**src/verilog/video_stream_macros.svh**
```systemverilog
`ifndef VIDEO_STREAM_MACROS_SVH
`define VIDEO_STREAM_MACROS_SVH

// cycles the core stays in reset after rst_n_i is released
`define RESET_HOLD 16

// UPL data word and RGB pixel widths
`define UPL_WIDTH 32
`define PIXEL_WIDTH 24

// longest line the packer accepts, 64 pixels
`define MAX_LINE_WORDS 48

// FIFO depths for payload words and line records
`define DATA_FIFO_DEPTH 256
`define CTRL_FIFO_DEPTH 4

// top byte of every header word
`define HDR_MAGIC 8'hA5

`endif

```
**src/verilog/video_stream_pkg.sv**
```systemverilog
`default_nettype none

`include "video_stream_macros.svh"

package video_stream_pkg;

    // one RGB pixel as delivered by the video source
    typedef logic [`PIXEL_WIDTH-1:0] pixel_t;

    // per-line record passed from the packer to the sender
    typedef struct packed {
        logic [7:0]  frame;
        logic [15:0] line;
        logic [11:0] words;
    } line_info_t;

    // header layout, magic in the top byte
    typedef struct packed {
        logic [7:0]  magic;
        logic [7:0]  frame;
        logic [15:0] line;
    } upl_hdr_t;

    // a UPL word is either a header or plain payload
    typedef union packed {
        upl_hdr_t               hdr;
        logic [`UPL_WIDTH-1:0]  raw;
    } upl_word_u;

endpackage

`default_nettype wire

```
**src/verilog/upl_sender.sv**
```systemverilog
`timescale 1ns/1ps
`default_nettype none

`include "video_stream_macros.svh"

module upl_sender (
    input  wire                                 clk,
    input  wire                                 rst_n_i,
    input  wire                                 core_rst_i,
    input  wire                                 ctrl_empty_i,
    input  wire video_stream_pkg::line_info_t   ctrl_info_i,
    input  wire [`UPL_WIDTH-1:0]                data_word_i,
    input  wire                                 upl_ack_i,
    output logic                                ctrl_rd_o,
    output logic                                data_rd_o,
    output logic                                upl_req_o,
    output logic                                upl_en_o,
    output video_stream_pkg::upl_word_u         upl_data_o
);

    import video_stream_pkg::*;

    localparam logic [1:0] ST_IDLE   = 2'd0;
    localparam logic [1:0] ST_REQ    = 2'd1;
    localparam logic [1:0] ST_STREAM = 2'd2;

    logic [1:0]  state_q;
    logic [11:0] cnt_q;
    line_info_t  info_q;

    // record is popped as soon as the sender is free
    assign ctrl_rd_o = (state_q == ST_IDLE) && !ctrl_empty_i;

    // payload is already in the data FIFO when its record is visible
    assign data_rd_o = (state_q == ST_STREAM) && (cnt_q != 12'd0);

    assign upl_req_o = (state_q == ST_REQ);

    always_ff @(posedge clk or negedge rst_n_i) begin
        if (!rst_n_i) begin
            state_q  <= ST_IDLE;
            cnt_q    <= 12'd0;
            upl_en_o <= 1'b0;
        end else if (core_rst_i) begin
            state_q  <= ST_IDLE;
            cnt_q    <= 12'd0;
            upl_en_o <= 1'b0;
        end else begin
            case (state_q)
                ST_IDLE: begin
                    if (!ctrl_empty_i) begin
                        state_q <= ST_REQ;
                    end
                end
                ST_REQ: begin
                    // header goes out the cycle after ack
                    if (upl_ack_i) begin
                        state_q  <= ST_STREAM;
                        upl_en_o <= 1'b1;
                        cnt_q    <= info_q.words;
                    end
                end
                ST_STREAM: begin
                    if (cnt_q == 12'd0) begin
                        state_q  <= ST_IDLE;
                        upl_en_o <= 1'b0;
                    end else begin
                        cnt_q <= cnt_q - 12'd1;
                    end
                end
                default: begin
                    state_q <= ST_IDLE;
                end
            endcase
        end
    end

    always_ff @(posedge clk) begin
        if (ctrl_rd_o) begin
            info_q <= ctrl_info_i;
        end
        // header stays loaded while waiting for ack
        if (state_q == ST_REQ) begin
            upl_data_o.hdr.magic <= `HDR_MAGIC;
            upl_data_o.hdr.frame <= info_q.frame;
            upl_data_o.hdr.line  <= info_q.line;
        end else if (data_rd_o) begin
            upl_data_o.raw <= data_word_i;
        end
    end

endmodule

`default_nettype wire

```
**config.mk**
```make
export PLATFORM = sky130hd
export DESIGN_NAME = upl_sender
export DESIGN_NICKNAME = d
export VERILOG_FILES = /design/src/verilog/video_stream_pkg.sv /design/src/verilog/upl_sender.sv
export VERILOG_INCLUDE_DIRS = /design/src /design/src/verilog
export SDC_FILE = /design/constraint.sdc
export NUM_CORES = 1
export LEC_CHECK = 0
export ABC_CLOCK_PERIOD_IN_PS = 4300
export BUFFER_PORTS_ARGS = -buffer_cell sky130_fd_sc_hd__buf_2
export CORE_MARGIN = 2
export CORE_UTILIZATION = 45
export DETAILED_ROUTE_END_ITERATION = 7
export PLACE_DENSITY = 0.83
export SLEW_MARGIN = 20
export SYNTH_ARGS = -nofsm -noshare
export SYNTH_HDL_FRONTEND = slang
export SYNTH_SLANG_ARGS = --single-unit
export TNS_END_PERCENT = 50
```
**constraint.sdc**
```tcl
create_clock -name clk -period 4.3 [get_ports clk]
set_input_delay 0.43 -clock clk [delete_from_list [all_inputs] [get_ports clk]]
set_output_delay 0.43 -clock clk [all_outputs]
set_load 0.02 [all_outputs]
```
==> flow_metrics.env <==
export IMPL_io_pins=109
export IMPL_ys_top_cells_by_count="nand2_1, edfxtp_1, dfrtp_1, nor2_1, mux2i_1"
export IMPL_crit_type="flip-flop to output pin"
export IMPL_p_sw_frac=0.316
export IMPL_clock_latency_ns=0.35
export IMPL_clkPwrFrac=0.254
export IMPL_buffer_ports_inserted=108
export IMPL_tritoncts_num_buffers=9
export IMPL_max_freq_mhz=380
export IMPL_maxCapViolCount=0
export IMPL_rsz0062_at_grt="false"
export IMPL_seq_power_share=0.524
export IMPL_cell_area_after_synthesis_sq_um=3450
export IMPL_worst_hold_startpoint="ctrl_info_i[22]"
export IMPL_detail_route_drc_violations=0
export IMPL_p_leak_nw=1.87
export IMPL_dpl_hpwl_um=5340
export IMPL_antenna_violating_nets_post_route=0
export IMPL_setup_slack_after_placement_ns=1.72
export IMPL_ctsHtreeMaxLevel=3
export IMPL_clock_tree_root_cell="clkbuf_8"
export IMPL_worst_setup_path_startpoint="state_q[0]$_DFFE_PN0P_"
export IMPL_comb_power_share=0.222
export IMPL_routed_via_density=5.30
export IMPL_hold_worst_slack_ns=0.246
export IMPL_die_extent_in_y_um=91.6
export IMPL_routed_wirelength_um=7700
export IMPL_timing_setup_tns_ns=0
export IMPL_floorplan_die_area_sq_um=8380
export IMPL_slew_viol_final=0
export IMPL_reg2regPathDepth=6
export IMPL_yosys_area_top_type="edfxtp_1"
export IMPL_worstMarginPinSlew_ns=1.05
export IMPL_routabilityCongestion=0.874
export IMPL_postSynthNetCount=358
export IMPL_powerDensity_nw_per_um2=458
export IMPL_yosys_register_bits=83
export IMPL_run_status="completed"
export IMPL_overflow=0
export IMPL_yosysWarningCount=0
export IMPL_required_time_worst_endpoint_ns=3.87
export IMPL_clk_pin_slew_worst_paths_ns=0.09
export IMPL_syn_mean_instance_area_sq_um=12.2
export IMPL_grt_use_total=0.187
export IMPL_cts_tree="yes"
export IMPL_core_area_sq_um=7330
export IMPL_synthTopCellsByArea="edfxtp_1, dfrtp_1, nand2_1"
export IMPL_std_cell_rows=31
export IMPL_synth_yosys_seq_area_share=0.678
export IMPL_leading_register_cell_type_out_of_synthesis="edfxtp_1"
export IMPL_synth_instances=283
export IMPL_final_hold_violation_count=0
export IMPL_critPathLaunchType="flip-flop"
export IMPL_power_switching_mw=0.620
export IMPL_count_of_inserted_antenna_diode_cells=0
export IMPL_vias_in_the_first_global_route=2522
export IMPL_via_count=2637
export IMPL_relative_slew_slack=0.297
export IMPL_cts_max_path_buffers=2
export IMPL_routed_wire_length_per_instance_um=15.5
export IMPL_drt_pre_antenna_iters=4
export IMPL_finish_net_count=469
export IMPL_global_route_wire_length_before_repair_um=12100
export IMPL_fill_cell_count=615
export IMPL_setup_ws_ns=1.67
export IMPL_timing_clock_skew_ns=0.0103
export IMPL_layout_worst_path_cycle_share=0.611
export IMPL_timing_critical_path_fanout_max=23
export IMPL_cp_end_kind="output pin"
export IMPL_p_int_mw=1.34
export IMPL_vdd_drop_max_uv=331
export IMPL_post_synthesis_cell_type_count=46
export IMPL_worst_r2r_startpoint="state_q[1]$_DFFE_PN0P_"
export IMPL_maximum_number_of_pins_on_one_net_before_global_route_repair=32
export IMPL_antenna_found_initial=0
export IMPL_min_to="info_q[22]$_DFFE_PP_"
export IMPL_timing_final_setup_violations=0
export IMPL_post_cts_resize_count=0
export IMPL_hold_crit_depth=1
export IMPL_ys_async_sr_fraction=0.181
export IMPL_setup_reg_to_reg_worst_slack_ns=1.89
export IMPL_drt_iter0_drc=263
export IMPL_finalWorstPathRequiredPeriod_ns=2.63
export IMPL_yosys_cell_count_top_type="nand2_1"
export IMPL_synth_edf_count=60
export IMPL_die_w_um=91.6
export IMPL_timing_hold_worst_class="primary input to flip-flop"
export IMPL_flow_area_growth_from_synthesis_pct=24.2
export IMPL_post_route_cells_drive_above_1_share=0.368
export IMPL_cts_num_sinks=83
export IMPL_netlist_area_leader_share=0.522
export IMPL_crit_arrival_ns=2.20
export IMPL_floorplan_initialDensity=0.471
export IMPL_critical_path_reg2reg_endpoint="cnt_q[10]$_DFFE_PN0P_"
-- placed cells by master, fill, tap and decap left out, drive strengths merged, types with 3 or more instances in the layout --
| master | synthesis | final |
|---|---|---|
| o31ai | 6 | 6 |
| clkbuf | 8 | 9 |
| clkinv | 0 | 3 |
| nand2 | 79 | 79 |
| inv | 5 | 6 |
| nor2 | 15 | 15 |
| edfxtp | 60 | 60 |
| clkinvlp | 0 | 3 |
| dfxtp | 8 | 8 |
| mux2i | 9 | 9 |
| dfrtp | 15 | 15 |
| a31oi | 5 | 5 |
| nor2b | 3 | 3 |
| nor3 | 5 | 5 |
| o22ai | 4 | 4 |
| o21ai | 12 | 12 |
| nor4 | 7 | 7 |
| buf | 6 | 113 |
| a21oi | 8 | 8 |
-- critical path, stage by stage (launching register included) --
cell and delay (ns):
dfrtp_1 0.46, nand2b_1 0.59, a31oi_1 0.37, buf_4 0.25, buf_2 0.19
-- how the worst max path moves through the flow --
| stage | to | slack (ns) |
|---|---|---|
| finish | data_rd_o | 1.67 |
| global route | data_rd_o | 1.51 |
| CTS | data_rd_o | 1.72 |
| detailed placement | upl_data_o[11]$_DFFE_PP_ | 1.72 |
| global placement | upl_data_o[5]$_DFFE_PP_ | 1.85 |
| floorplan | info_q[0]$_DFFE_PP_ | 0.46 |
-- logic make-up (layout without fill, tap and decap cells) --
group           count (synthesis)  count (layout)  share of synthesized area
flops                          83              83                      0.678
compound gates                 45              45                     0.0910
fa+ha+maj                       2               2                    0.00725
buf+inv                        19             135                     0.0254
simple gates                  125             125                      0.173
mux                             9               9                     0.0261
-- layer usage --
| metal | global-route usage | wire, um | up-vias |
|---|---|---|---|
| li1 | - | - | 1247 |
| met1 | 0.238 | 3080 | 1242 |
| met2 | 0.302 | 3790 | 125 |
| met3 | 0.0415 | 612 | 23 |
| met4 | 0.0960 | 223 | 0 |
| met5 | 0 | 0 | - |
-- flip-flops by register name (all words and copies together), names as in the netlist --
signal	flops
state_q	2
cnt_q	12
upl_en_o	1
upl_data_o	32
info_q	36
-- per-stage QoR --
step	util	power (mW)	std cells	instance area, sq um
after CTS	0.584	1.96	498	4280
after detailed placement	0.558	1.47	481	4090
after floorplan	-	1.33	283	3450
after global placement	0.558	1.46	481	4090
after global routing	0.585	2.06	498	4290
final	0.585	1.96	498	4290
-- power groups by stage --
stage	combinational, mW	sequential (mW)	clock [mW]
CTS	0.432	1.03	0.504
global route	0.473	1.04	0.545
detailed placement	0.430	1.04	0
finish	0.436	1.03	0.497
global placement	0.419	1.04	0
floorplan	0.226	1.10	0
-- timing repair --
action                    CTS  global route
buffers inserted            0             0
hold endpoints to repair   15             0
hold buffers                1             0
-- area by class of cell --
cell class,instances,area [sq um],share of cell area
Clock inverter,7,52.6,0.0123
Clock buffer,9,124,0.0289
Tap cell,99,124,0.0289
Timing Repair Buffer,114,588,0.137
Inverter,5,18.8,0.00438
Sequential cell,83,2340,0.545
Multi-Input combinational cell,181,1040,0.243
Note: power is estimated with default switching activity, not from simulation.
