[src/verilog/video_stream_macros.svh]
`ifndef VIDEO_STREAM_MACROS_SVH
`define VIDEO_STREAM_MACROS_SVH

// cycles the core stays in reset after rst_n_i is released
`define RESET_HOLD 16

// UPL data word and RGB pixel widths
`define UPL_WIDTH 32
`define PIXEL_WIDTH 24

// longest line the packer accepts, 64 pixels
`define MAX_LINE_WORDS 48

// FIFO depths for payload words and line records
`define DATA_FIFO_DEPTH 256
`define CTRL_FIFO_DEPTH 4

// top byte of every header word
`define HDR_MAGIC 8'hA5

`endif

[src/verilog/video_stream_pkg.sv]
`default_nettype none

`include "video_stream_macros.svh"

package video_stream_pkg;

    // one RGB pixel as delivered by the video source
    typedef logic [`PIXEL_WIDTH-1:0] pixel_t;

    // per-line record passed from the packer to the sender
    typedef struct packed {
        logic [7:0]  frame;
        logic [15:0] line;
        logic [11:0] words;
    } line_info_t;

    // header layout, magic in the top byte
    typedef struct packed {
        logic [7:0]  magic;
        logic [7:0]  frame;
        logic [15:0] line;
    } upl_hdr_t;

    // a UPL word is either a header or plain payload
    typedef union packed {
        upl_hdr_t               hdr;
        logic [`UPL_WIDTH-1:0]  raw;
    } upl_word_u;

endpackage

`default_nettype wire

[src/verilog/line_packer.sv]
`timescale 1ns/1ps
`default_nettype none

`include "video_stream_macros.svh"

module line_packer (
    input  wire                                     clk,
    input  wire                                     rst_n_i,
    input  wire                                     core_rst_i,
    input  wire                                     vid_de_i,
    input  wire                                     vid_vsync_i,
    input  wire video_stream_pkg::pixel_t           vid_data_i,
    input  wire [$clog2(`DATA_FIFO_DEPTH+1)-1:0]    data_free_i,
    input  wire                                     ctrl_full_i,
    output logic                                    data_wr_o,
    output logic [`UPL_WIDTH-1:0]                   data_word_o,
    output logic                                    ctrl_wr_o,
    output video_stream_pkg::line_info_t            ctrl_info_o,
    output logic [15:0]                             drop_count_o
);

    import video_stream_pkg::*;

    logic        de_q;
    logic        vsync_q;
    logic        accept_q;
    logic [1:0]  phase_q;
    logic [11:0] words_q;
    logic [7:0]  frame_q;
    logic [15:0] line_q;
    pixel_t      acc_q;

    logic        line_start;
    logic        line_end;
    logic        frame_start;
    logic        accept_now;
    logic        take_pixel;
    logic [1:0]  phase_cur;
    logic [11:0] words_cur;

    assign line_start  = vid_de_i && !de_q;
    assign line_end    = !vid_de_i && de_q;
    assign frame_start = vid_vsync_i && !vsync_q;

    // each line is judged once on room for a full-length line and one more record
    assign accept_now = line_start ? (!ctrl_full_i && (data_free_i >= `MAX_LINE_WORDS))
                                   : accept_q;
    assign take_pixel = vid_de_i && accept_now;

    // packing position restarts with every line
    assign phase_cur = line_start ? 2'd0 : phase_q;
    assign words_cur = line_start ? 12'd0 : words_q;

    always_ff @(posedge clk or negedge rst_n_i) begin
        if (!rst_n_i) begin
            de_q         <= 1'b0;
            vsync_q      <= 1'b0;
            accept_q     <= 1'b0;
            phase_q      <= 2'd0;
            words_q      <= 12'd0;
            frame_q      <= 8'd0;
            line_q       <= 16'd0;
            data_wr_o    <= 1'b0;
            ctrl_wr_o    <= 1'b0;
            drop_count_o <= 16'd0;
        end else if (core_rst_i) begin
            de_q         <= 1'b0;
            vsync_q      <= 1'b0;
            accept_q     <= 1'b0;
            phase_q      <= 2'd0;
            words_q      <= 12'd0;
            frame_q      <= 8'd0;
            line_q       <= 16'd0;
            data_wr_o    <= 1'b0;
            ctrl_wr_o    <= 1'b0;
            drop_count_o <= 16'd0;
        end else begin
            de_q      <= vid_de_i;
            vsync_q   <= vid_vsync_i;
            data_wr_o <= 1'b0;
            ctrl_wr_o <= 1'b0;

            if (line_start) begin
                accept_q <= accept_now;
                if (!accept_now) begin
                    drop_count_o <= drop_count_o + 16'd1;
                end
            end

            // a word completes on every pixel except the first of each group of four
            if (take_pixel) begin
                phase_q <= phase_cur + 2'd1;
                words_q <= words_cur + 12'(phase_cur != 2'd0);
                if (phase_cur != 2'd0) begin
                    data_wr_o <= 1'b1;
                end
            end

            // dropped lines still count
            if (line_end) begin
                line_q <= line_q + 16'd1;
                if (accept_q) begin
                    ctrl_wr_o <= 1'b1;
                    if (phase_q != 2'd0) begin
                        data_wr_o <= 1'b1;
                    end
                end
            end

            if (frame_start) begin
                frame_q <= frame_q + 8'd1;
                line_q  <= 16'd0;
            end
        end
    end

    // little-endian byte packing with leftover bytes kept zero-extended in acc_q
    always_ff @(posedge clk) begin
        if (take_pixel) begin
            case (phase_cur)
                2'd0: begin
                    acc_q <= vid_data_i;
                end
                2'd1: begin
                    data_word_o <= {vid_data_i[7:0], acc_q};
                    acc_q       <= {8'h00, vid_data_i[23:8]};
                end
                2'd2: begin
                    data_word_o <= {vid_data_i[15:0], acc_q[15:0]};
                    acc_q       <= {16'h0000, vid_data_i[23:16]};
                end
                default: begin
                    data_word_o <= {vid_data_i, acc_q[7:0]};
                end
            endcase
        end else if (line_end) begin
            // the padded tail word is only written when phase_q is nonzero
            data_word_o       <= {8'h00, acc_q};
            ctrl_info_o.frame <= frame_q;
            ctrl_info_o.line  <= line_q;
            ctrl_info_o.words <= words_q + 12'(phase_q != 2'd0);
        end
    end

endmodule

`default_nettype wire

[config.mk]
export PLATFORM = sky130hd
export DESIGN_NAME = line_packer
export DESIGN_NICKNAME = d
export VERILOG_FILES = /design/src/verilog/video_stream_pkg.sv /design/src/verilog/line_packer.sv
export VERILOG_INCLUDE_DIRS = /design/src /design/src/verilog
export SDC_FILE = /design/constraint.sdc
export NUM_CORES = 1
export LEC_CHECK = 0
export BUFFER_PORTS_ARGS = -buffer_cell sky130_fd_sc_hd__buf_2
export CORE_MARGIN = 2
export CORE_UTILIZATION = 45
export CTS_CLUSTER_SIZE = 20
export DETAILED_ROUTE_END_ITERATION = 16
export GPL_TIMING_DRIVEN = 0
export PLACE_DENSITY = 0.68
export REMOVE_ABC_BUFFERS = 1
export SETUP_SLACK_MARGIN = 0.5
export SYNTH_ARGS = -nofsm -noshare
export SYNTH_HDL_FRONTEND = slang
export SYNTH_SLANG_ARGS = --single-unit
export TNS_END_PERCENT = 10
[constraint.sdc]
create_clock -name clk -period 11.6 [get_ports clk]
set_clock_uncertainty 0.05 [all_clocks]
set_input_delay 1.16 -clock clk [delete_from_list [all_inputs] [get_ports clk]]
set_output_delay 1.16 -clock clk [all_outputs]
set_load 0.02 [all_outputs]
==> results.json <==
{
  "die_w_um": 127,
  "design_area_mm2": 0.00819,
  "ys_warn_count": 0,
  "finalSetupViolCount": 0,
  "core-area_mm2": 0.0150,
  "synthArstFlopShare_pct": 39.1,
  "dp_hpwl_mm": 9.47,
  "hold_viol_final": 0,
  "h-tree-depth": 4,
  "power_density_mw_per_mm2": 153,
  "end_kind": "flop",
  "die_h_um": 127,
  "drt-met1-wl_mm": 6.16,
  "power.internal_mw": 0.989,
  "synth.distinct_cells": 54,
  "status": "finished clean",
  "fin_total_pwr_mw": 1.25,
  "start_kind": "input pin",
  "grt-ovfl-total": 0,
  "first_global_vias": 4694,
  "worstPathCellList": "buf_2 -> nand2b_1 -> nand2_1 -> ha_2 -> and2_1 -> nand2b_1 -> o2bb2ai_1",
  "ys_seq_elements": 151,
  "critPathMaxFanout": 53,
  "fillers": 1288,
  "drc_errors": 0,
  "maxUsedRoutingLayer": "met5",
  "place_area_mm2": 0.00756,
  "required_ns": 11.81,
  "postCtsSetupBuffers": 0,
  "cpPeakStageDelay_ns": 0.95,
  "synth_top_cell_by_area": "edfxtp_1",
  "min_period_ns": 3.68,
  "root_buffer": "clkbuf_16",
  "routed-wl-met3_mm": 1.07,
  "relSlewSlack_pct": 34.4,
  "clkPwrFrac_pct": 46.2,
  "critical_path_buf_inv_count": 1,
  "final_max_slew_viol_count": 0,
  "synth.most_common_cell": "edfxtp_1",
  "tns_ns": 0,
  "dp_slack_ns": 7.03,
  "synth_edf_count": 92,
  "wl_mm": 14.6,
  "cts_resized": 0,
  "worstHoldPathType": "flop to flop",
  "io_buffers": 120,
  "cts_made_buffers": 17,
  "critPathTopFamily": "simple AND/OR/NAND/NOR gates",
  "gp_congestion": 0.809,
  "drive_above_1_share_pct": 23.4,
  "hold_slack_ns": 0.369,
  "critPathKind": "input pin to flop",
  "stdcell_count": 873,
  "drt_pre_antenna_iters": 6,
  "drt.antenna.violating_nets": 0,
  "synth_area_mm2": 0.00682,
  "dr_wl_met2_mm": 7.14,
  "worst_pin_slew_ns": 0.978,
  "synthTopCellsByArea": "edfxtp_1 40%, dfrtp_1 22%, a21oi_1 3.5%",
  "p_sw_share_pct": 21.0,
  "ys_seq_area_share_pct": 62.1,
  "cts_tree": "yes",
  "cp_common_cell": "nand2b_1",
  "max-vdd-ir-drop_v": 0.000102,
  "final_nets": 722,
  "finalCoreUtilization_pct": 54.5,
  "grtUsageTotal_pct": 18.7,
  "viasPerCell": 5.65,
  "max_cap_violations": 0,
  "clk_path_buf_depth": 2,
  "yosysTopAreaCellShare_pct": 40.5,
  "initial_core_util_pct": 45.4,
  "die_area_mm2": 0.0162,
  "grt_max_degree": 60,
  "antenna_found_initial": 1,
  "r2r_cells": 6,
  "place_inst": 841,
  "pin_count": 125,
  "clk_pin_slew_ns": 0.06,
  "period_share_pct": 31.8,
  "antennaDiodeCount": 0,
  "fmax_mhz": 271,
  "syn_inst": 565,
  "via_count": 4929,
  "ys.flop_type": "edfxtp_1",
  "syn_area_per_cell_um2": 12.1,
  "setup_ws_ns": 7.92,
  "clk_latency_ns": 0.42,
  "area_growth_pct": 20.0,
  "crit_cells": 7,
  "total_leakage_power_nw": 3.40,
  "clkSinkCount": 151,
  "rsz0062_at_grt": "false",
  "std_cell_rows": 45,
  "cts_hold_buf": 0,
  "crit_slowest_cell": "ha_2",
  "crit_arrival_ns": 3.89,
  "grt_pass1_wl_mm": 23.7,
  "min_path_cells": 0,
  "p_switching_mw": 0.263,
  "p_comb_share_pct": 6.5,
  "wl_per_cell_um": 16.7,
  "power_frac_seq_pct": 47.3,
  "first_iter_violations": 290,
  "synth_common_cells": "92 x edfxtp_1, 59 x dfrtp_1, 48 x a21oi_1, 48 x nor2_1, 28 x nand2_1"
}
## cell type report
cell class	count	area (µm²)	share of cell area (%)
Tap cell	188	235	2.87
Timing Repair Buffer	122	658	8.04
Sequential cell	151	4240	51.8
Inverter	9	33.8	0.413
Clock inverter	14	186	2.28
Multi-Input combinational cell	371	2410	29.4
Clock buffer	18	429	5.24
## logic make-up after synthesis
group | synth area share [%]
simple gates | 14.0
compound gates | 15.4
flops | 62.1
buf+inv | 2.90
xor+xnor | 3.21
fa+ha+maj | 2.02
mux | 0.293
## registers in the layout, indices dropped and copies added (netlist names)
register / flops
ctrl_info_o: 36
data_word_o: 32
acc_q: 24
drop_count_o: 16
line_q: 16
words_q: 12
frame_q: 8
phase_q: 2
accept_q: 1
ctrl_wr_o: 1
data_wr_o: 1
de_q: 1
vsync_q: 1
## worst reg2reg max path: stages, from the launching register on
cell	delay, ns
dfrtp_1	0.38
nand2b_1	0.41
nand2_1	0.19
ha_2	0.95
and2_1	0.49
nand2b_1	0.46
o2bb2ai_1	0.18
## power groups by stage
stage	registers, mW	clock network, mW	logic, mW
6_report	0.592	0.578	0.0808
5_1_grt	0.593	0.611	0.0898
4_1_cts	0.593	0.589	0.0820
3_5_place_dp	0.603	0	0.0815
3_3_place_gp	0.603	0	0.0764
2_1_floorplan	0.611	0	0.0358
## final timing paths
| path | start | to | slack [ns] |
|---|---|---|---|
| setup / recovery | vid_de_i | data_word_o[16] | 7.92 |
| hold / removal | acc_q[3] | data_word_o[3] | 0.37 |
| setup reg to reg | de_q | data_word_o[16] | 8.34 |
| hold reg to reg | acc_q[3] | data_word_o[3] | 0.37 |
| max in group asynchronous | rst_n_i | ctrl_wr_o | 10.21 |
| min in group asynchronous | rst_n_i | drop_count_o[15] | 0.76 |
## layout by cell type, fill, tap and decap left out, drive strengths merged, types with 3 or more instances in the layout
| cell | Yosys | routed |
|---|---|---|
| a211oi | 9 | 9 |
| a21o | 9 | 9 |
| a21oi | 48 | 48 |
| a22o | 8 | 8 |
| a22oi | 16 | 16 |
| a311oi | 3 | 3 |
| a31oi | 3 | 3 |
| and2 | 7 | 7 |
| and3 | 8 | 8 |
| and4 | 4 | 4 |
| buf | 7 | 122 |
| bufinv | 0 | 5 |
| clkbuf | 27 | 18 |
| clkinv | 0 | 9 |
| dfrtp | 59 | 59 |
| edfxtp | 92 | 92 |
| ha | 11 | 11 |
| inv | 9 | 9 |
| nand2 | 28 | 28 |
| nand2b | 6 | 6 |
| nand3 | 18 | 18 |
| nand4 | 10 | 10 |
| nor2 | 48 | 48 |
| nor2b | 19 | 19 |
| nor3 | 3 | 3 |
| o211ai | 4 | 4 |
| o21ai | 18 | 18 |
| o2bb2ai | 8 | 8 |
| o31a | 3 | 3 |
| o31ai | 14 | 14 |
| or2 | 3 | 3 |
| or3 | 11 | 11 |
| or4 | 10 | 10 |
| xnor2 | 7 | 7 |
| xor2 | 18 | 18 |
## routing by layer
| layer | track usage (%) | up-vias |
|---|---|---|
| met5 | 0 | - |
| met3 | 6.57 | 19 |
| li1 | - | 2343 |
| met2 | 29.7 | 169 |
| met4 | 6.59 | 2 |
| met1 | 23.9 | 2396 |
Note: power is estimated with default switching activity, not from simulation.
