==> config.mk <==
export PLATFORM = sky130hd
export DESIGN_NAME = upl_fifo
export DESIGN_NICKNAME = d
export VERILOG_FILES = /design/src/verilog/upl_fifo.sv
export SDC_FILE = /design/constraint.sdc
export NUM_CORES = 1
export LEC_CHECK = 0
export BUFFER_PORTS_ARGS = -buffer_cell sky130_fd_sc_hd__buf_4
export CAP_MARGIN = 10
export CELL_PAD_IN_SITES_DETAIL_PLACEMENT = 1
export CELL_PAD_IN_SITES_GLOBAL_PLACEMENT = 1
export CORE_ASPECT_RATIO = 0.75
export CORE_MARGIN = 2
export CORE_UTILIZATION = 45
export CTS_BUF_LIST = sky130_fd_sc_hd__clkbuf_8
export CTS_CLUSTER_DIAMETER = 150
export DETAILED_ROUTE_END_ITERATION = 8
export GPL_TIMING_DRIVEN = 1
export PLACE_DENSITY = 0.79
export SLEW_MARGIN = 20
export SYNTH_ARGS = -nofsm -noshare
export SYNTH_HDL_FRONTEND = slang
export SYNTH_SLANG_ARGS = --single-unit
==> constraint.sdc <==
create_clock -name clk -period 5 [get_ports clk]
set_input_delay 0.25 -clock clk [delete_from_list [all_inputs] [get_ports clk]]
set_output_delay 0.25 -clock clk [all_outputs]
set_load 0.01 [all_outputs]
==> src/verilog/upl_fifo.sv <==
`timescale 1ns/1ps
`default_nettype none

module upl_fifo #(
    parameter int WIDTH = 32,
    parameter int DEPTH = 16
) (
    input  wire                         clk,
    input  wire                         rst_n_i,
    input  wire                         sync_rst_i,
    input  wire                         wr_i,
    input  wire  [WIDTH-1:0]            wr_data_i,
    input  wire                         rd_i,
    output logic [WIDTH-1:0]            rd_data_o,
    output logic                        empty_o,
    output logic                        full_o,
    output logic [$clog2(DEPTH+1)-1:0]  free_o
);

    localparam int AW = $clog2(DEPTH);
    localparam int CW = $clog2(DEPTH + 1);

    logic [WIDTH-1:0] mem [DEPTH];
    logic [AW-1:0]    wr_ptr_q;
    logic [AW-1:0]    rd_ptr_q;
    logic [CW-1:0]    count_q;
    logic             push;
    logic             pop;

    // writes when full and reads when empty are ignored
    assign push = wr_i && !full_o;
    assign pop  = rd_i && !empty_o;

    assign empty_o = (count_q == '0);
    assign full_o  = (count_q == CW'(DEPTH));
    assign free_o  = CW'(DEPTH) - count_q;

    // show-ahead, head is valid whenever not empty
    assign rd_data_o = mem[rd_ptr_q];

    always_ff @(posedge clk) begin
        if (push) begin
            mem[wr_ptr_q] <= wr_data_i;
        end
    end

    always_ff @(posedge clk or negedge rst_n_i) begin
        if (!rst_n_i) begin
            wr_ptr_q <= '0;
            rd_ptr_q <= '0;
            count_q  <= '0;
        end else if (sync_rst_i) begin
            wr_ptr_q <= '0;
            rd_ptr_q <= '0;
            count_q  <= '0;
        end else begin
            if (push) begin
                wr_ptr_q <= (wr_ptr_q == AW'(DEPTH - 1)) ? '0 : wr_ptr_q + 1'b1;
            end
            if (pop) begin
                rd_ptr_q <= (rd_ptr_q == AW'(DEPTH - 1)) ? '0 : rd_ptr_q + 1'b1;
            end
            count_q <= count_q + CW'(push) - CW'(pop);
        end
    end

endmodule

`default_nettype wire

==> results of run 1 <==
[worst max-delay path, stage by stage (launching register included)]
cell and delay, ps:
dfrtp_4 980, buf_4 610, mux2i_1 150, a22oi_1 430, a32oi_1 240, o21ai_1 180, buf_4 160
[routing by layer]
layer / vias to the layer above / share of wire
li1: 4365 / -
met1: 5564 / 0.45
met2: 318 / 0.48
met3: 79 / 0.054
met4: 4 / 0.019
met5: - / 0.00055
[power breakdown]
part / switching (mW) / leakage (nW) / internal, mW
sequential: 0.123 / 4.79 / 4.96
combinational: 0.869 / 1.83 / 0.855
clock: 1.66 / 0.833 / 1.71
total: 2.65 / 7.45 / 7.52
[cells in the final DEF (no fill, tap or decap), types with 3 or more instances in the layout]
cell	synthesis	routed
clkbuf_8	0	84
o21ai_1	32	32
a21oi_1	10	10
dlygate4sd3_1	0	36
mux4_2	78	78
xnor2_1	6	6
clkinvlp_4	0	3
edfxtp_1	512	512
bufinv_16	0	3
mux4_1	18	18
dfrtp_4	0	3
ha_1	15	15
and2_2	0	12
clkinv_1	0	16
nor2_1	10	9
nor2b_1	3	3
a32oi_1	32	32
inv_1	15	36
mux2i_1	96	96
and2_4	0	4
a22oi_1	32	32
clkinv_2	0	10
nand2_1	8	8
dfrtp_1	13	10
buf_4	7	93
[how the worst min path moves through the flow]
stage	startpoint	to	slack (ps)
after CTS	wr_i	wr_ptr_q[1]$_DFFE_PN0P_	10
final	wr_i	wr_ptr_q[1]$_DFFE_PN0P_	50
after detailed placement	rst_n_i	count_q[3]$_DFF_PN0_	110
after global routing	wr_i	wr_ptr_q[1]$_DFFE_PN0P_	70
after global placement	rst_n_i	count_q[3]$_DFF_PN0_	110
after floorplan	rst_n_i	count_q[0]$_DFF_PN0_	-50
[state kept, by name, indices dropped and copies added, names as in the netlist]
signal / cells
rd_ptr_q: 4
count_q: 5
mem: 512
wr_ptr_q: 4
[repair_timing]
item | in CTS | in global routing
hold buffers | 36 | 0
setup buffers | 0 | 0
hold endpoints to repair | 538 | 0
[metrics by stage]
stage                     total power, mW  instance area [µm²]  hold WS (ps)
final                                10.2                23600          50.2
after CTS                            10.3                23600          10.9
after global routing                 10.6                23600          72.7
after global placement               6.85                21700           107
after floorplan                      6.29                20600         -45.6
after detailed placement             6.89                21700           110
[cell type report]
type                       count  area [µm²]
sequential                   525       15700
inverter                      15        56.3
timing repair buffer         131        1100
clock buffer                  84        1160
fill                        4021       21300
multi-input combinational    375        4520
tap                          586         733
clock inverter                55         314
[cell families after synthesis]
| group | count (synthesis) | share of synthesized area |
|---|---|---|
| fa+ha+maj | 16 | 0.0101 |
| simple gates | 47 | 0.0122 |
| compound gates | 112 | 0.0376 |
| mux | 192 | 0.155 |
| buf+inv | 68 | 0.0186 |
| flops | 525 | 0.763 |
| xor+xnor | 8 | 0.00341 |
==> impl.org, run 1 <==
** Outcome
- Outcome :: complete, no violations

** Run
- Max Cap Viol :: 0

** Drt
- Once detail routing completed, the nets flagged for antenna violations numbered 0.
- Aggregate routed wire length :: around 49 mm
- Pre-Repair DR Iteration Count :: 5
- After the first detailed-routing iteration, the DRC count stood at ~950.
- Via-per-instance ratio :: approximately 5.8
- In the final routed layout, each cell accounts on average for between 20 and 30 µm.
- Summing over every cut layer, the via total after detailed routing is between 10000 and 15000.
- In the routed design, unresolved DRC markers number 0.

** Timing
- For the final routed database, the setup TNS stands at 0 ps.
- Slew margin rel. :: 0.243
- Number of hold violations in the final report :: 0
- Clock period minus worst slack :: approximately 3700 ps
- Maximum clock rate :: 272 MHz
- Setup repair after global routing missed its margin :: no
- Final critical-path setup slack :: about 1300 ps
- Between clock sinks in the finished design, the worst skew comes to 21.7 ps.
- Slew at the pin closest to its max-slew limit :: 1140 ps
- Count of final max-slew check failures :: 0
- Setup violations remaining at the end of the flow were counted as 0.
- Dividing the final minimum period by the clock period gives 0.737.

** Cells and area
- Share of final-layout standard cells stronger than drive strength 1 :: 0.249
- Total inserted antenna cells :: 0
- Relative to the synthesized area, the layout overhead comes to 14.7%.
- For this run, the number of standard cells in the final layout without fillers is 1771.
- Fin nets :: 1179
- Layout Utilization :: 0.525

** GRT
- Final global-route overflow total :: 0
- Antenna violations before repair :: 2
- The first global-routing pass estimated between 70 and 80 mm of wire.
- For this run, global-route usage on met3 was measured as 0.0400.
- GRT Overall Usage :: 0.212
- Entering global routing, the biggest net connects 68 pins.
- For this run, global-route usage on met1 was measured as 0.298.
- Met2 routing resource usage after global routing :: 0.339
- Vias in the first global route :: 11403
- The global routing stage identified its most utilized layer as met2.

** Worst setup path
- The critical path ends at rd_data_o[26].
- Launch point of the critical path :: rd_ptr_q[1]$_DFFE_PN0P_
- Capture instance of the worst register-to-register path :: mem[10][12]$_DFFE_PP_
- The worst register-to-register path begins at count_q[1]$_DFF_PN0_.
- The critical path is of the register to output port type.
- Register-to-register setup slack :: 1560 ps
- Of all nets on the critical path, the largest fanout is 53.
- Crit path launch type :: register
- Data on the critical path is required at its endpoint by 4750 ps.
- The worst setup path is captured at an output port.
- Number of cells on the worst reg-to-reg path :: 9
- Data on the critical path arrives at its endpoint at between 3000 and 4000 ps.

** Die
- For this design the top-level I/O count stands at between 70 and 80.
- The die covers 47500 µm².
- Die width :: 251 µm
- Y dimension of the die :: 189 µm
- For this configuration, the core starts out at a cell density of 0.458.
- Std-Cell Core Area :: 44900 µm²
- Floorplan row count :: 67

** Power
- IR Drop Worst-Case VDD :: roughly 0.22 mV
- In this run the static leakage power is around 7.5 nW.
- Dividing total power by cell area gives a power density of between 400 and 500 nW/µm².

** Placed design
- Worst setup slack before clock tree synthesis :: between 1500 and 2000 ps
- After detailed placement, the design holds a cell count of roughly 1600.
- Total half-perimeter wirelength after legalization and detailed placement :: 27.2 mm
- GPL Wtd Cong :: roughly 0.74
- Buffers placed on the I/O ports in this run total 75.

** Clocking
- Number of gates resized after cts :: 0
- No sink is reached through more buffers than the 3 on the longest clock path.
- TritonCTS built the clock tree.
- For this design, the sink count on the clock tree is between 500 and 600.
- Clock-pin slew reported for the worst setup and hold paths after clock tree synthesis :: 70 ps
- At the later pin of the worst-skew pair, clock insertion delay measures between 600 and 700 ps.
- The H-tree generated during clock tree synthesis spans 3 levels.
- Root buffer cell :: clkbuf_8
- Counting the buffers created by CTS gives 78.

** Yosys
- The number of nets handed over by synthesis was approximately 1000.
- Yosys instantiated no cell more often than edfxtp_1.
- EDFF count, synth :: a little over 500
- The average instance in the mapped netlist occupies around 21 µm².
- Synthesis inferred roughly 530 register bits.
- During synthesis, Yosys emitted a total of 0 warnings.
- Share of the synthesized area in the top cell type :: 0.747
- Synthesis produced 968 cells.
- Synth async-reset ratio :: 0.0248
- Cell types with the largest area share after synthesis :: edfxtp_1 75%, mux4_2 8.5%, mux2i_1 4.7%
- The cell area that synthesis handed to floorplanning was around 21000 µm².
- After synthesis, the netlist uses 35 different library cells.
- For this run, the leading register cell type out of synthesis is edfxtp_1.
- Sequential area share after synthesis :: 0.763
- In the synthesized netlist, the cells that appear most often are 512 x edfxtp_1, 96 x mux2i_1, 78 x mux4_2.
- Dominant cell type by area after synthesis :: edfxtp_1

** Worst hold path
- The path class of the tightest hold or removal check is input port to register.
- The worst hold path passes through 4 cells.
No activity file was read; power rests on OpenSTA's default activity.
==> inputs of run 2 (changes only) <==
PLACE_DENSITY = 0.82   (was 0.79)
clock period = 3.1 ns   (was 5 ns; I/O delays follow)
==> impl.org, run 2 (same netlist as run 1, synthesis figures left out) <==
** Worst setup path
- The critical path data required time was 2940 ps (-1810 ps).
- The data arrival at the endpoint of the critical path came to 2800 ps (-630 ps).
- The maximum fanout along the worst path came to 40 (-25%).
- Walking the worst path, the cells encountered are buf_12 > mux2i_1 > a22oi_1 > a32oi_1 > o21ai_1 > buf_4.
- STA classifies the critical path endpoint as an output port.
- Maximum single-stage delay on the critical path :: 700 ps (-280 ps)
- The slack of the worst reg-to-reg path came to 190 ps (-1370 ps).
- The critical path is of the register to output port type.
- RR Startpoint :: count_q[0]$_DFF_PN0_
- Number of cells on the worst reg-to-reg path :: 15 (+6)
- The worst setup path is launched from a register.
- The slowest stage of the critical path belongs to the cell dfrtp_4.
- Capture instance of the worst register-to-register path :: count_q[4]$_DFF_PN0_

** Cells and area
- From synthesis to final layout, the design area changed by 16.1%.
- Fin nets :: 1204 (+2.1%)
- The flip-flop count of the largest register after layout came to 512 (unchanged).
- In the final layout, the registers with the most flip-flops are mem: 512 flops, count_q: 5 flops.
- Biggest register :: mem
- Total inserted antenna cells :: 0 (unchanged)
- The final non-filler cell area came to 23900 µm² (+1.2%).
- Leading cell type in the layout, fill and taps excluded :: edfxtp_1
- The fraction of layout cells with a size suffix above 1 was 0.260 (+0.0106).
- Leaving out fill and tap cells, the most frequent cells in the layout are 512 x edfxtp_1, 96 x mux2i_1, 96 x buf_4.
- The count of filler cells inserted in the layout was 3983 (-0.95%).

** GRT
- The met3 usage is 0.0430 (+0.00302).
- Layer with the highest usage :: met2
- Antenna violations before repair :: 0 (-2)
- The largest net degree at the start of global routing came to 48 (-29%).
- Met2 routing resource usage after global routing :: 0.347 (+0.00823)
- Global routing usage on met1 :: 0.280 (-0.0179)
- The via count of the first global-routing pass is 11487 (+0.74%).
- Global-route wire length before repair :: 72.7 mm (-0.99%)
- The overall track demand over capacity in global routing came to 0.209 (-0.00280).
- Final global-route overflow total :: 0 (unchanged)

** Drt
- Initial DRC Count :: 925 (-2.8%)
- Wire length per cell :: 27.2 µm (-2.1%)
- Routed via count :: 10348 (+0.17%)
- The iteration count of the initial detailed-routing pass is 5 (unchanged).
- The antenna violation net count after detailed routing came to 0 (unchanged).
- The post-detailed-routing wire length was 48.6 mm (-1.2%).
- # DRC :: 0 (unchanged)
- Via-per-instance ratio :: 5.79 (-0.78%)

** Clocking
- TritonCTS built the clock tree.
- The clock slew at the register clock pins of the worst setup and hold paths was 60 ps (about the same).
- The clock sink total is 525 (unchanged).
- Total number of H-tree levels :: 3 (unchanged)
- The total CTS buffers was 79 (+1.3%).
- Clock network latency to the later pin of the worst-skew pair :: 630 ps (-20 ps)
- The buffer levels on the longest clock path came to 3 (unchanged).
- Clock tree synthesis selected as its root buffer the cell clkbuf_8.

** Timing
- The post-route setup TNS was 0 ps (unchanged).
- Maximum clock rate :: around 340 MHz
- Clock period minus worst slack :: approximately 3000 ps
- The setup clock skew after layout was 12.4 ps (-9.26 ps).
- The final-report hold violation count is 0 (unchanged).
- Slew margin rel. :: 0.539 (+0.296)
- Slew at the pin closest to its max-slew limit :: 690 ps (-445 ps)
- Setup Viol. Count Final :: 0 (unchanged)
- Setup repair after global routing left no endpoint under its margin.
- Count of final max-slew check failures :: 0 (unchanged)
- Fin crit share :: 0.953

** Die
- The count of standard-cell rows was 67 (unchanged).
- IO Pins :: 76 (unchanged)
- The area of the die was 47500 µm² (unchanged).
- The area of the core is 44900 µm² (unchanged).
- Starting Density :: 0.458 (unchanged)
- The die width is 251 µm (unchanged).
- Y dimension of the die :: 189 µm (unchanged)

** Power
- The maximum vdd ir drop was 0.337 mV (+55%).
- The static leakage came to 7.59 nW (+1.8%).
- The power per unit of standard cell area is 675 nW/µm² (+57%).

** Placed design
- Cell Area, Placed :: 22100 µm² (+1.7%)
- The global placer's final weighted congestion came to 0.739 (about the same).
- The detailed placement HPWL came to 28.0 mm (+3.1%).
- Port bufs :: 75 (unchanged)

** Worst hold path
- Worst hold path class :: input port to register
- The cell depth of the worst min-delay path came to 3 (-1).
- Endpoint of the worst hold path :: count_q[3]$_DFF_PN0_
- Startpoint of the most critical hold path :: sync_rst_i

** Run
- Max Cap Viol :: 0 (unchanged)

** Outcome
- Outcome :: complete, no violations
==> run 2: cell types whose count changed in the layout (fill, tap and decap cells not counted), moves of 2 or more <==
cell / before / now
clkinv_1: 16 / 12
inv_2: 1 / 3
buf_6: 0 / 2
buf_4: 93 / 96
clkinv_2: 10 / 2
and2_2: 12 / 17
and2_4: 4 / 0
inv_1: 36 / 44
bufinv_16: 3 / 0
buf_12: 2 / 19
==> run 2: repair_timing <==
action,4_1_cts,5_1_grt
resized for setup,3,9
setup buffers,0,4
endpoints found under the setup margin,13,8
pin swaps,0,2
hold endpoints to repair,538,0
hold buffers,37,0
==> run 2: cell type report <==
class                      count  area, µm²  area share
clock inverter                49        198     0.00828
clock buffer                  83       1140      0.0478
multi-input combinational    375       4530       0.190
inverter                      15       56.3     0.00236
tap                          586        733      0.0307
sequential                   525      15700       0.658
timing repair buffer         155       1510      0.0632
==> run 2: how the worst max path moves through the flow <==
stage / start / cells after the start / endpoint
floorplan: count_q[1]$_DFF_PN0_ / 8 / mem[8][0]$_DFFE_PP_
global placement: count_q[1]$_DFF_PN0_ / 15 / count_q[4]$_DFF_PN0_
detailed placement: count_q[1]$_DFF_PN0_ / 15 / count_q[4]$_DFF_PN0_
CTS: count_q[1]$_DFF_PN0_ / 15 / count_q[4]$_DFF_PN0_
global route: rd_ptr_q[1]$_DFFE_PN0P_ / 6 / rd_data_o[29]
finish: rd_ptr_q[1]$_DFFE_PN0P_ / 6 / rd_data_o[29]
==> run 2: through the flow <==
step / util / worst slack, ps / power [mW] / instances / hold WS [ps]
after floorplan: - / 207 / 10.1 / 968 / -141
after global placement: 0.492 / 178 / 11.1 / 1615 / 13.1
after detailed placement: 0.492 / 58.6 / 11.2 / 1615 / 14.6
after CTS: 0.530 / 18.5 / 16.3 / 1784 / 298
after global routing: 0.531 / 10.7 / 16.8 / 1788 / 356
final: 0.531 / 146 / 16.1 / 1788 / 356
==> run 2: critical path: cells and delay by family (launching register included) <==
kind,cells,cell delay [ps]
DFF,1,700
AOI/OAI and AO/OA,3,610
buffers and inverters,2,540
muxes,1,300
==> run 2: where the power goes <==
group	internal (mW)	switching, mW
clock network	2.45	2.56
registers	8.00	0.126
logic	1.46	1.52
total	11.9	4.21
==> run 2: metal layers <==
metal / share of wire / wire length (µm) / up-vias
li1: - / - / 4423
met1: 0.42 / 20300 / 5448
met2: 0.50 / 24100 / 380
met3: 0.064 / 3100 / 97
met4: 0.023 / 1100 / 0
met5: 0 / 0 / -
