**config.mk**
```make
export PLATFORM = sky130hd
export DESIGN_NAME = reset_counter
export DESIGN_NICKNAME = d
export VERILOG_FILES = /design/src/verilog/reset_counter.sv
export VERILOG_INCLUDE_DIRS = /design/src /design/src/verilog
export SDC_FILE = /design/constraint.sdc
export NUM_CORES = 1
export LEC_CHECK = 0
export ABC_AREA = 1
export BUFFER_PORTS_ARGS = -buffer_cell sky130_fd_sc_hd__clkbuf_2
export CAP_MARGIN = 30
export CORE_AREA = 2 2 39 41
export CTS_BUF_LIST = sky130_fd_sc_hd__clkbuf_16
export DETAILED_ROUTE_END_ITERATION = 12
export DIE_AREA = 0 0 41 43
export PLACE_DENSITY = 0.48
export SYNTH_ARGS = -nofsm -noshare
export SYNTH_HDL_FRONTEND = slang
export SYNTH_SLANG_ARGS = --single-unit
```
**constraint.sdc**
```tcl
create_clock -name clk -period 1.2 [get_ports clk]
set_input_delay 0.18 -clock clk [delete_from_list [all_inputs] [get_ports clk]]
set_output_delay 0.18 -clock clk [all_outputs]
set_load 0.02 [all_outputs]
```
**src/verilog/video_stream_macros.svh**
```systemverilog
`ifndef VIDEO_STREAM_MACROS_SVH
`define VIDEO_STREAM_MACROS_SVH

// cycles the core stays in reset after rst_n_i is released
`define RESET_HOLD 16

// UPL data word and RGB pixel widths
`define UPL_WIDTH 32
`define PIXEL_WIDTH 24

// longest line the packer accepts, 64 pixels
`define MAX_LINE_WORDS 48

// FIFO depths for payload words and line records
`define DATA_FIFO_DEPTH 256
`define CTRL_FIFO_DEPTH 4

// top byte of every header word
`define HDR_MAGIC 8'hA5

`endif

```
**src/verilog/reset_counter.sv**
```systemverilog
`timescale 1ns/1ps
`default_nettype none

`include "video_stream_macros.svh"

module reset_counter (
    input  wire  clk,
    input  wire  rst_n_i,
    output logic core_rst_o,
    output logic ready_o
);

    localparam int CNT_W = $clog2(`RESET_HOLD + 1);

    logic [CNT_W-1:0] cnt_q;
    logic             holding;

    // still counting towards the hold limit
    assign holding = (cnt_q != CNT_W'(`RESET_HOLD));

    always_ff @(posedge clk or negedge rst_n_i) begin
        if (!rst_n_i) begin
            cnt_q      <= '0;
            core_rst_o <= 1'b1;
            ready_o    <= 1'b0;
        end else begin
            // counter saturates at the limit
            if (holding) begin
                cnt_q <= cnt_q + 1'b1;
            end
            core_rst_o <= holding;
            ready_o    <= !holding;
        end
    end

endmodule

`default_nettype wire

```
==> reports/results.tsv, run 1 <==
metric	value	unit
run_status	completed	
coreArea	0.00138	sq mm
crit_family	flip-flops	
drt_iter0_markers	2	
die-area	0.00176	sq mm
synth_common_cells	11 x nand2_1, 7 x inv_1, 6 x dfrtp_1	
met2_wirelength	269	um
placed_cell_area	359	sq um
area_growth	38.2	%
p_per_area	1780	mW/mm^2
top_layer	met4	
r2r-end	cnt_q[0]	
synth_area	324	sq um
dieWidth	41	um
max_freq	899	MHz
cp.depth	7	
r2r-start	cnt_q[0]	
final_net_count	50	
crit_start	cnt_q[0]	
routedWlPerCell	9.54	um
cts_tree	yes	
synth_top_family_by_area	simple AND/OR/NAND/NOR gates	
finalInstanceArea	448	sq um
synth_xor_area_frac	0	
numPortBuffers	3	
finalHoldWorstSlack	0.323	ns
synth-compound-area-share	0.0154	
ys_ff_latch	7	
hp-class	input port to async pin	
io_pins	4	
synthAdderAreaFrac	0.0772	
grt_pass1_vias	249	
max_slew.worst_pin.slew	0.194	ns
die_h	43	um
ys_seq_area_frac	0.544	
grt_pass1_wl	924	um
netlist_instances	37	
post_cts_resize_count	0	
synth_area_leaders	dfrtp_1 46%, nand2_1 13%, dfstp_2 8.1%, inv_1 8.1%, ha_1 7.7%	
antenna_found_initial	0	
finalCritPeriodShare	0.927	
cts.sinks	7	
drc	0	
report.final.slew_viol_count	0	
met3_length	23	um
dp_hpwl	443	um
grt.overflow.total	0	
grt_max_degree	8	
synthSimpleGateAreaFrac	0.270	
synth_edf_count	0	
rows	14	
synth.area.mux_share	0	
maxCapViolCount	0	
diodes	0	
setup_viol	0	
met1_length	249	um
fin_skew	0.00191	ns
slowest_delay	0.42	ns
synthArstFlopShare	1.00	
cts_setup_buffers	0	
gr-usage-all-layers	0.0905	
setup_tns	0	ns
path_clk_slew	0.03	ns
setup.worst_path.end	cnt_q[0]	
cts-root-buf	clkbuf_16	
path_cells	inv_1 > ha_1 > nand2_1 > inv_1 > nand2_2 > nand2_1 > nand2_1	
drive_gt1_frac	0.244	
clk-insertion-delay-late	0.23	ns
critPathBufInv	2	
start_util	0.234	
worstSetupPathType	register to register	
critical_path_arrival	1.23	ns
cts_buffer_depth	2	
synth_cell_types	11	
wirelength	582	um
cts_buffers	3	
synth_largest_area_cell	dfrtp_1	
ff2ff_path_depth	7	
yosysMostFrequentCell	nand2_1	
critPathCaptureType	register	
place_congestion	0.742	
via_count	252	
crit_path_top_delay_cell	dfrtp_1	
hold_violations	0	
yosys_warnings	0	
crit_required	1.32	ns
syn_area_per_cell	8.76	sq um
p_leak	0.225	nW
cp-start-kind	register	
synth_fp_nets	41	
antenna_left	0	
critPathMostFrequentCell	nand2_1	
reg2reg_slack	0.09	ns
crit_fanout	5	
grt_setup_unrepaired	no	
synthFlopType	dfrtp_1	
yosysTopAreaCellShare	0.463	
via_per_inst	4.13	
min_period	1.11	ns
h-tree-depth	1	
max_slew_margin	0.871	
drtPass1Iterations	2	
vdd.ir_drop.worst	0.000428	V
-- cell usage in the layout (no fill, tap or decap) --
cell type,netlist,layout
nand2_1,11,11
inv_1,7,8
dfrtp_1,6,6
nand3_1,3,3
clkbuf_16,0,3
clkbuf_2,0,3
nor2_2,2,2
nand4_1,2,2
ha_1,2,2
nand2_2,1,1
inv_2,1,1
o21ai_0,1,1
dfstp_2,1,1
dlygate4sd3_1,0,1
-- area by class of cell --
cell class | instances | area [sq um]
inverters | 8 | 30.0
repair buffers | 4 | 25.0
flip-flops and latches | 7 | 176
clock inverters | 1 | 3.75
well taps | 16 | 20.0
multi-input cells | 22 | 118
fillers | 149 | 936
clock buffers | 3 | 75.1
-- worst min path at each step --
stage	from	endpoint	slack, ns	cells past startpoint
finish	rst_n_i	cnt_q[0]	0.32	2
detailed placement	rst_n_i	cnt_q[4]	0.03	1
floorplan	rst_n_i	cnt_q[0]	-0.12	0
global placement	rst_n_i	cnt_q[4]	0.03	1
CTS	rst_n_i	cnt_q[4]	0.33	2
global route	rst_n_i	cnt_q[3]	0.37	2
-- where the power goes --
group	internal [W]	leakage, nW	total, W	switching, W
combinational	0.00000327	0.0992	0.00000809	0.00000482
clock	0.000432	0.0423	0.000551	0.000118
sequential	0.000238	0.0837	0.000238	0
total	0.000673	0.225	0.000797	0.000123
-- worst reg2reg max path, cell delays in order (launching register included) --
cell,delay [ns]
dfrtp_1,0.42
inv_1,0.10
ha_1,0.14
nand2_1,0.05
inv_1,0.10
nand2_2,0.09
nand2_1,0.07
nand2_1,0.05
-- sequential cells by signal, summed over array words and instances (netlist names) --
signal      flops
core_rst_o      1
ready_o         1
cnt_q           5
-- layer usage --
| layer | up-vias | global-route usage |
|---|---|---|
| met2 | 6 | 0.119 |
| met5 | - | 0 |
| met1 | 114 | 0.0809 |
| met3 | 4 | 0.0314 |
| met4 | 0 | 0.140 |
| li1 | 128 | - |
-- through the flow --
step | cells | utilization | worst slack (ns) | total power, W
2_1_floorplan | 37 | - | 0.191 | 0.000240
3_3_place_gp | 56 | 0.259 | 0.113 | 0.000246
3_5_place_dp | 56 | 0.259 | 0.0753 | 0.000246
4_1_cts | 61 | 0.324 | 0.0703 | 0.000811
5_1_grt | 61 | 0.324 | 0.0152 | 0.000826
6_report | 61 | 0.324 | 0.0877 | 0.000797
-- timing repair --
action / in CTS / in global routing
endpoints found under the setup margin: 0 / 0
hold endpoints to repair: 6 / 0
hold buffers: 1 / 0
-- kinds of logic after synthesis --
family	Yosys count
buffers and inverters	8
adder cells (fa/ha/maj)	2
AND/OR/NAND/NOR	19
flip-flops	7
AO/OA/AOI/OAI	1
No activity file was read; power rests on OpenSTA's default activity.
==> run 2, diff against run 1 <==
BUFFER_PORTS_ARGS = default   (was -buffer_cell sky130_fd_sc_hd__clkbuf_2)
DONT_BUFFER_PORTS = 1   (was default)
PLACE_DENSITY = 0.46   (was 0.48)
==> reports/results.tsv, run 2 (synthesis gave the netlist of run 1 again) <==
metric	value	unit	change
top_register	cnt_q		
drc	0		unchanged
grt_max_degree	8		unchanged
min_period	1.07	ns	-0.0380 ns
slowest_delay	0.42	ns	about the same
area_growth	35.9	%	
wirelength	590	um	+1.4%
setup_tns	0	ns	unchanged
max_slew.worst_pin.slew	0.329	ns	+0.135 ns
start_util	0.234		unchanged
reg2reg_slack	0.13	ns	+0.04 ns
reg_top3	cnt_q: 5 flops, core_rst_o: 1 flops, ready_o: 1 flops		
critical_path_arrival	1.19	ns	-0.04 ns
vdd.ir_drop.worst	0.000457	V	+6.7%
critPathCaptureType	register		
crit_path_top_delay_cell	dfrtp_1		
antenna_left	0		unchanged
gr-usage-all-layers	0.0896		-0.000916
final_cell_mix	11 x nand2_1, 7 x inv_1, 6 x dfrtp_1		
run_status	completed		
dp_hpwl	395	um	-11%
crit_start	cnt_q[0]		
grt_pass1_vias	239		-4.0%
setup.worst_path.end	cnt_q[0]		
cp-start-kind	register		
via_per_inst	4.39		+6.3%
hp-class	input port to async pin		
grt_pass1_wl	979	um	+6.0%
critPathMostFrequentCell	nand2_1		
report.final.slew_viol_count	0		unchanged
placed_cell_area	344	sq um	-4.2%
drive_gt1_frac	0.233		-0.0119
dieWidth	41	um	unchanged
p_per_area	1820	mW/mm^2	+2.3%
path_clk_slew	0.04	ns	about the same
antenna_found_initial	0		unchanged
path_cells	inv_2 > ha_1 > nand2_1 > inv_1 > nand2_2 > nand2_1 > nand2_1		
grt_setup_unrepaired	no		
setup_viol	0		unchanged
max_slew_margin	0.780		-0.0906
cts.sinks	7		unchanged
clk-insertion-delay-late	0.23	ns	about the same
cts_buffer_depth	2		unchanged
ff2ff_path_depth	7		unchanged
cts-root-buf	clkbuf_16		
final_net_count	48		-4.0%
numPortBuffers	0		-3
drtPass1Iterations	3		+1
crit_required	1.32	ns	about the same
max_freq	931	MHz	+3.5%
fillers	147		-1.3%
io_pins	4		unchanged
coreArea	0.00138	sq mm	unchanged
hold_violations	0		unchanged
mostFrequentLayoutCell	nand2_1		
maxCapViolCount	0		unchanged
die_h	43	um	unchanged
h-tree-depth	1		unchanged
rows	14		unchanged
worstSetupPathType	register to register		
cts_buffers	3		unchanged
routedWlPerCell	10.0	um	+4.8%
r2r-start	cnt_q[0]		
crit_fanout	4		-1
finalCritPeriodShare	0.895		-0.0317
grt.overflow.total	0		unchanged
fin_skew	0.00169	ns	-0.000213 ns
drt_iter0_markers	2		unchanged
via_count	259		+2.8%
cts_tree	yes		
diodes	0		unchanged
p_leak	0.219	nW	-3.0%
largest_reg_flops	5		unchanged
r2r-end	cnt_q[0]		
finalInstanceArea	440	sq um	-1.7%
place_congestion	0.736		-0.78%
die-area	0.00176	sq mm	unchanged
## run 2: what timing repair did
action,CTS,global route
hold buffers,1,0
endpoints found under the hold margin,7,0
resized for setup,0,1
setup endpoints to repair,0,2
buffers inserted,0,1
## run 2: cell type report
cell class | count | area [sq um] | area share
sequential | 7 | 176 | 0.401
tap | 16 | 20.0 | 0.0455
clock buffer | 3 | 75.1 | 0.170
multi-input combinational | 22 | 118 | 0.267
timing repair buffer | 2 | 17.5 | 0.0398
inverter | 8 | 30.0 | 0.0682
clock inverter | 1 | 3.75 | 0.00852
## run 2: critical path, delay by kind of cell, from the launching register on
kind,cells,cell delay [ns]
simple gates,4,0.25
fa+ha+maj,1,0.13
flops,1,0.42
buf+inv,2,0.16
## run 2: worst min path at each step
stage | endpoint | slack (ns) | from | cells past startpoint
floorplan | cnt_q[0] | -0.12 | rst_n_i | 0
global placement | cnt_q[4] | -0.12 | rst_n_i | 0
detailed placement | cnt_q[4] | -0.12 | rst_n_i | 0
CTS | cnt_q[2] | 0.30 | rst_n_i | 1
global route | cnt_q[2] | 0.32 | rst_n_i | 1
finish | ready_o | 0.29 | rst_n_i | 1
## run 2: per-layer routing
layer,global-route usage,up-vias,share of wire
met5,0,-,0
met4,0.0800,0,0
met3,0.0314,0,0.034
met2,0.113,4,0.50
met1,0.114,129,0.47
li1,-,126,-
## run 2: report_power, final
part           leakage [nW]  switching, W   total [W]  internal, W
sequential           0.0837             0    0.000237     0.000237
combinational        0.0925    0.00000446  0.00000670   0.00000224
clock                0.0423      0.000124    0.000557     0.000433
total                 0.219      0.000128    0.000801     0.000673
## run 2: stage by stage
| stage | power (W) | utilization | instances | hold WS (ns) | setup WS [ns] |
|---|---|---|---|---|---|
| floorplan | 0.000240 | - | 37 | -0.116 | 0.191 |
| global placement | 0.000240 | 0.249 | 53 | -0.115 | 0.100 |
| detailed placement | 0.000240 | 0.249 | 53 | -0.115 | 0.0960 |
| CTS | 0.000810 | 0.313 | 58 | 0.296 | 0.0888 |
| global route | 0.000828 | 0.318 | 59 | 0.322 | 0.00221 |
| finish | 0.000801 | 0.318 | 59 | 0.286 | 0.126 |
==> run 3, diff against run 2 <==
clock period = 1 ns   (was 1.2 ns; I/O delays follow)
==> reports/results.tsv, run 3 (synthesis gave the netlist of run 1 again) <==
metric	value	unit	change
setup_tns	-0.244	ns	-0.244 ns
grt_setup_unrepaired	yes		
numPortBuffers	0		unchanged
run_status	finished, violations left		
cts_buffer_depth	2		unchanged
crit_start	cnt_q[1]		
via_per_inst	4.32		-1.6%
maxCapViolCount	0		unchanged
min_period	1.06	ns	-0.0128 ns
p_per_area	2000	mW/mm^2	+10%
antenna_left	0		unchanged
power	0.000957	W	+19%
coreArea	0.00138	sq mm	unchanged
area_growth	47.5	%	
finalHoldWorstSlack	0.254	ns	-0.0313 ns
io_pins	4		unchanged
h-tree-depth	1		unchanged
cp.depth	7		unchanged
layoutNonFillerInstCount	63		+6.8%
wirelength	588	um	-0.34%
p_leak	0.240	nW	+9.8%
finalCritPeriodShare	1.06		+0.166
hold_violations	0		unchanged
ff2ff_path_depth	7		unchanged
p_seq_frac	0.298		+0.002
max_slew.worst_pin.slew	0.327	ns	-0.00162 ns
dieWidth	41	um	unchanged
gr-usage-all-layers	0.0859		-0.00368
final_net_count	52		+8.3%
die-area	0.00176	sq mm	unchanged
violations	negative setup slack		
dpl.cell_count	57		+7.5%
crit_path_top_delay_cell	dfrtp_1		
r2r-end	cnt_q[0]		
drtPass1Iterations	3		unchanged
switching_share	0.157		-0.00362
cellInternalPower	0.000807	W	+20%
setup.worst_path.end	cnt_q[0]		
hp-class	input port to async pin		
grt.overflow.total	0		unchanged
vdd.ir_drop.worst	0.000547	V	+20%
dp_hpwl	416	um	+5.4%
clk-insertion-delay-late	0.23	ns	about the same
fin_skew	0.00136	ns	-0.000338 ns
start_util	0.234		unchanged
final_util	0.345		+0.0271
diodes	0		unchanged
cts.sinks	7		unchanged
rows	14		unchanged
path_clk_slew	0.03	ns	about the same
critPathMostFrequentCell	nand2_1		
max_slew_margin	0.781		+0.00109
fin_ws	-0.0614	ns	-0.187 ns
top_register	cnt_q		
reg2reg_slack	-0.06	ns	-0.19 ns
drive_gt1_frac	0.340		+0.108
grt_max_degree	8		unchanged
report.final.slew_viol_count	0		unchanged
crit_required	1.12	ns	-0.20 ns
grt_pass1_vias	232		-2.9%
largest_reg_flops	5		unchanged
cp-start-kind	register		
clockPowerShare	0.694		about the same
critPathBufInv	2		unchanged
critPathCaptureType	register		
max_freq	942	MHz	+1.2%
antenna_found_initial	0		unchanged
crit_fanout	5		+1
setup_viol	6		+6
place_congestion	0.739		+0.42%
cts-root-buf	clkbuf_16		
reg_top3	cnt_q: 5 flops, core_rst_o: 1 flops, ready_o: 1 flops		
path_cells	inv_1 > ha_1 > nand2_1 > inv_2 > nand2_4 > nand2_1 > nand2_1		
drt_iter0_markers	3		+1
r2r-start	cnt_q[1]		
power.switching	0.000150	W	+17%
p_comb_frac	0.008		about the same
drc	0		unchanged
critical_path_arrival	1.18	ns	about the same
via_count	272		+5.0%
cts_buffers	3		unchanged
routedWlPerCell	9.33	um	-6.7%
mostFrequentLayoutCell	nand2_1		
die_h	43	um	unchanged
grt_pass1_wl	945	um	-3.5%
worstSetupPathType	register to register		
cts_tree	yes		
final_cell_mix	10 x nand2_1, 6 x inv_1, 6 x dfrtp_1		
crit_family	flip-flops		
slowest_delay	0.41	ns	about the same
## run 3: cell types whose count changed in the layout (fill, tap and decap cells not counted), sizes merged
cell	change
buf	+4
## run 3: routing by layer
| metal | vias to the layer above | GRT usage | wire (um) |
|---|---|---|---|
| li1 | 133 | - | - |
| met1 | 129 | 0.115 | 279 |
| met2 | 7 | 0.0906 | 260 |
| met3 | 3 | 0.0314 | 25 |
| met4 | 0 | 0.100 | 23 |
| met5 | - | 0 | 0 |
## run 3: repair_timing
| item | 4_1_cts | 5_1_grt |
|---|---|---|
| endpoints found under the hold margin | 7 | 0 |
| buffers inserted | 1 | 0 |
| gates resized for setup | 1 | 2 |
| endpoints found under the setup margin | 6 | 6 |
| hold buffers | 1 | 0 |
## run 3: worst min path at each step
stage	from	to	depth (start not counted)
floorplan	rst_n_i	cnt_q[0]	0
global placement	rst_n_i	cnt_q[4]	0
detailed placement	rst_n_i	ready_o	0
CTS	rst_n_i	cnt_q[1]	1
global route	rst_n_i	cnt_q[1]	1
finish	rst_n_i	cnt_q[1]	1
## run 3: cell type report
cell class / count / area (sq um)
multi-input cells: 22 / 125
fillers: 144 / 906
flip-flops and latches: 7 / 176
inverters: 8 / 30.0
clock inverters: 1 / 3.75
well taps: 16 / 20.0
clock buffers: 3 / 75.1
repair buffers: 6 / 47.5
## run 3: power by group through the flow
stage | sequential [W] | clock (W) | combinational, W
after floorplan | 0.000289 | 0 | 0.0000000000829
after global placement | 0.000289 | 0 | 0.000000000103
after detailed placement | 0.000289 | 0 | 0.000000000103
after CTS | 0.000285 | 0.000671 | 0.00000852
after global routing | 0.000285 | 0.000699 | 0.00000965
final | 0.000285 | 0.000664 | 0.00000802
## run 3: metrics by stage
step                      instance area [sq um]  worst slack, ns
after floorplan                             324           0.0106
after global placement                      374          -0.0607
after detailed placement                    374          -0.0641
after CTS                                   475          -0.0638
after global routing                        478           -0.138
final                                       478          -0.0614
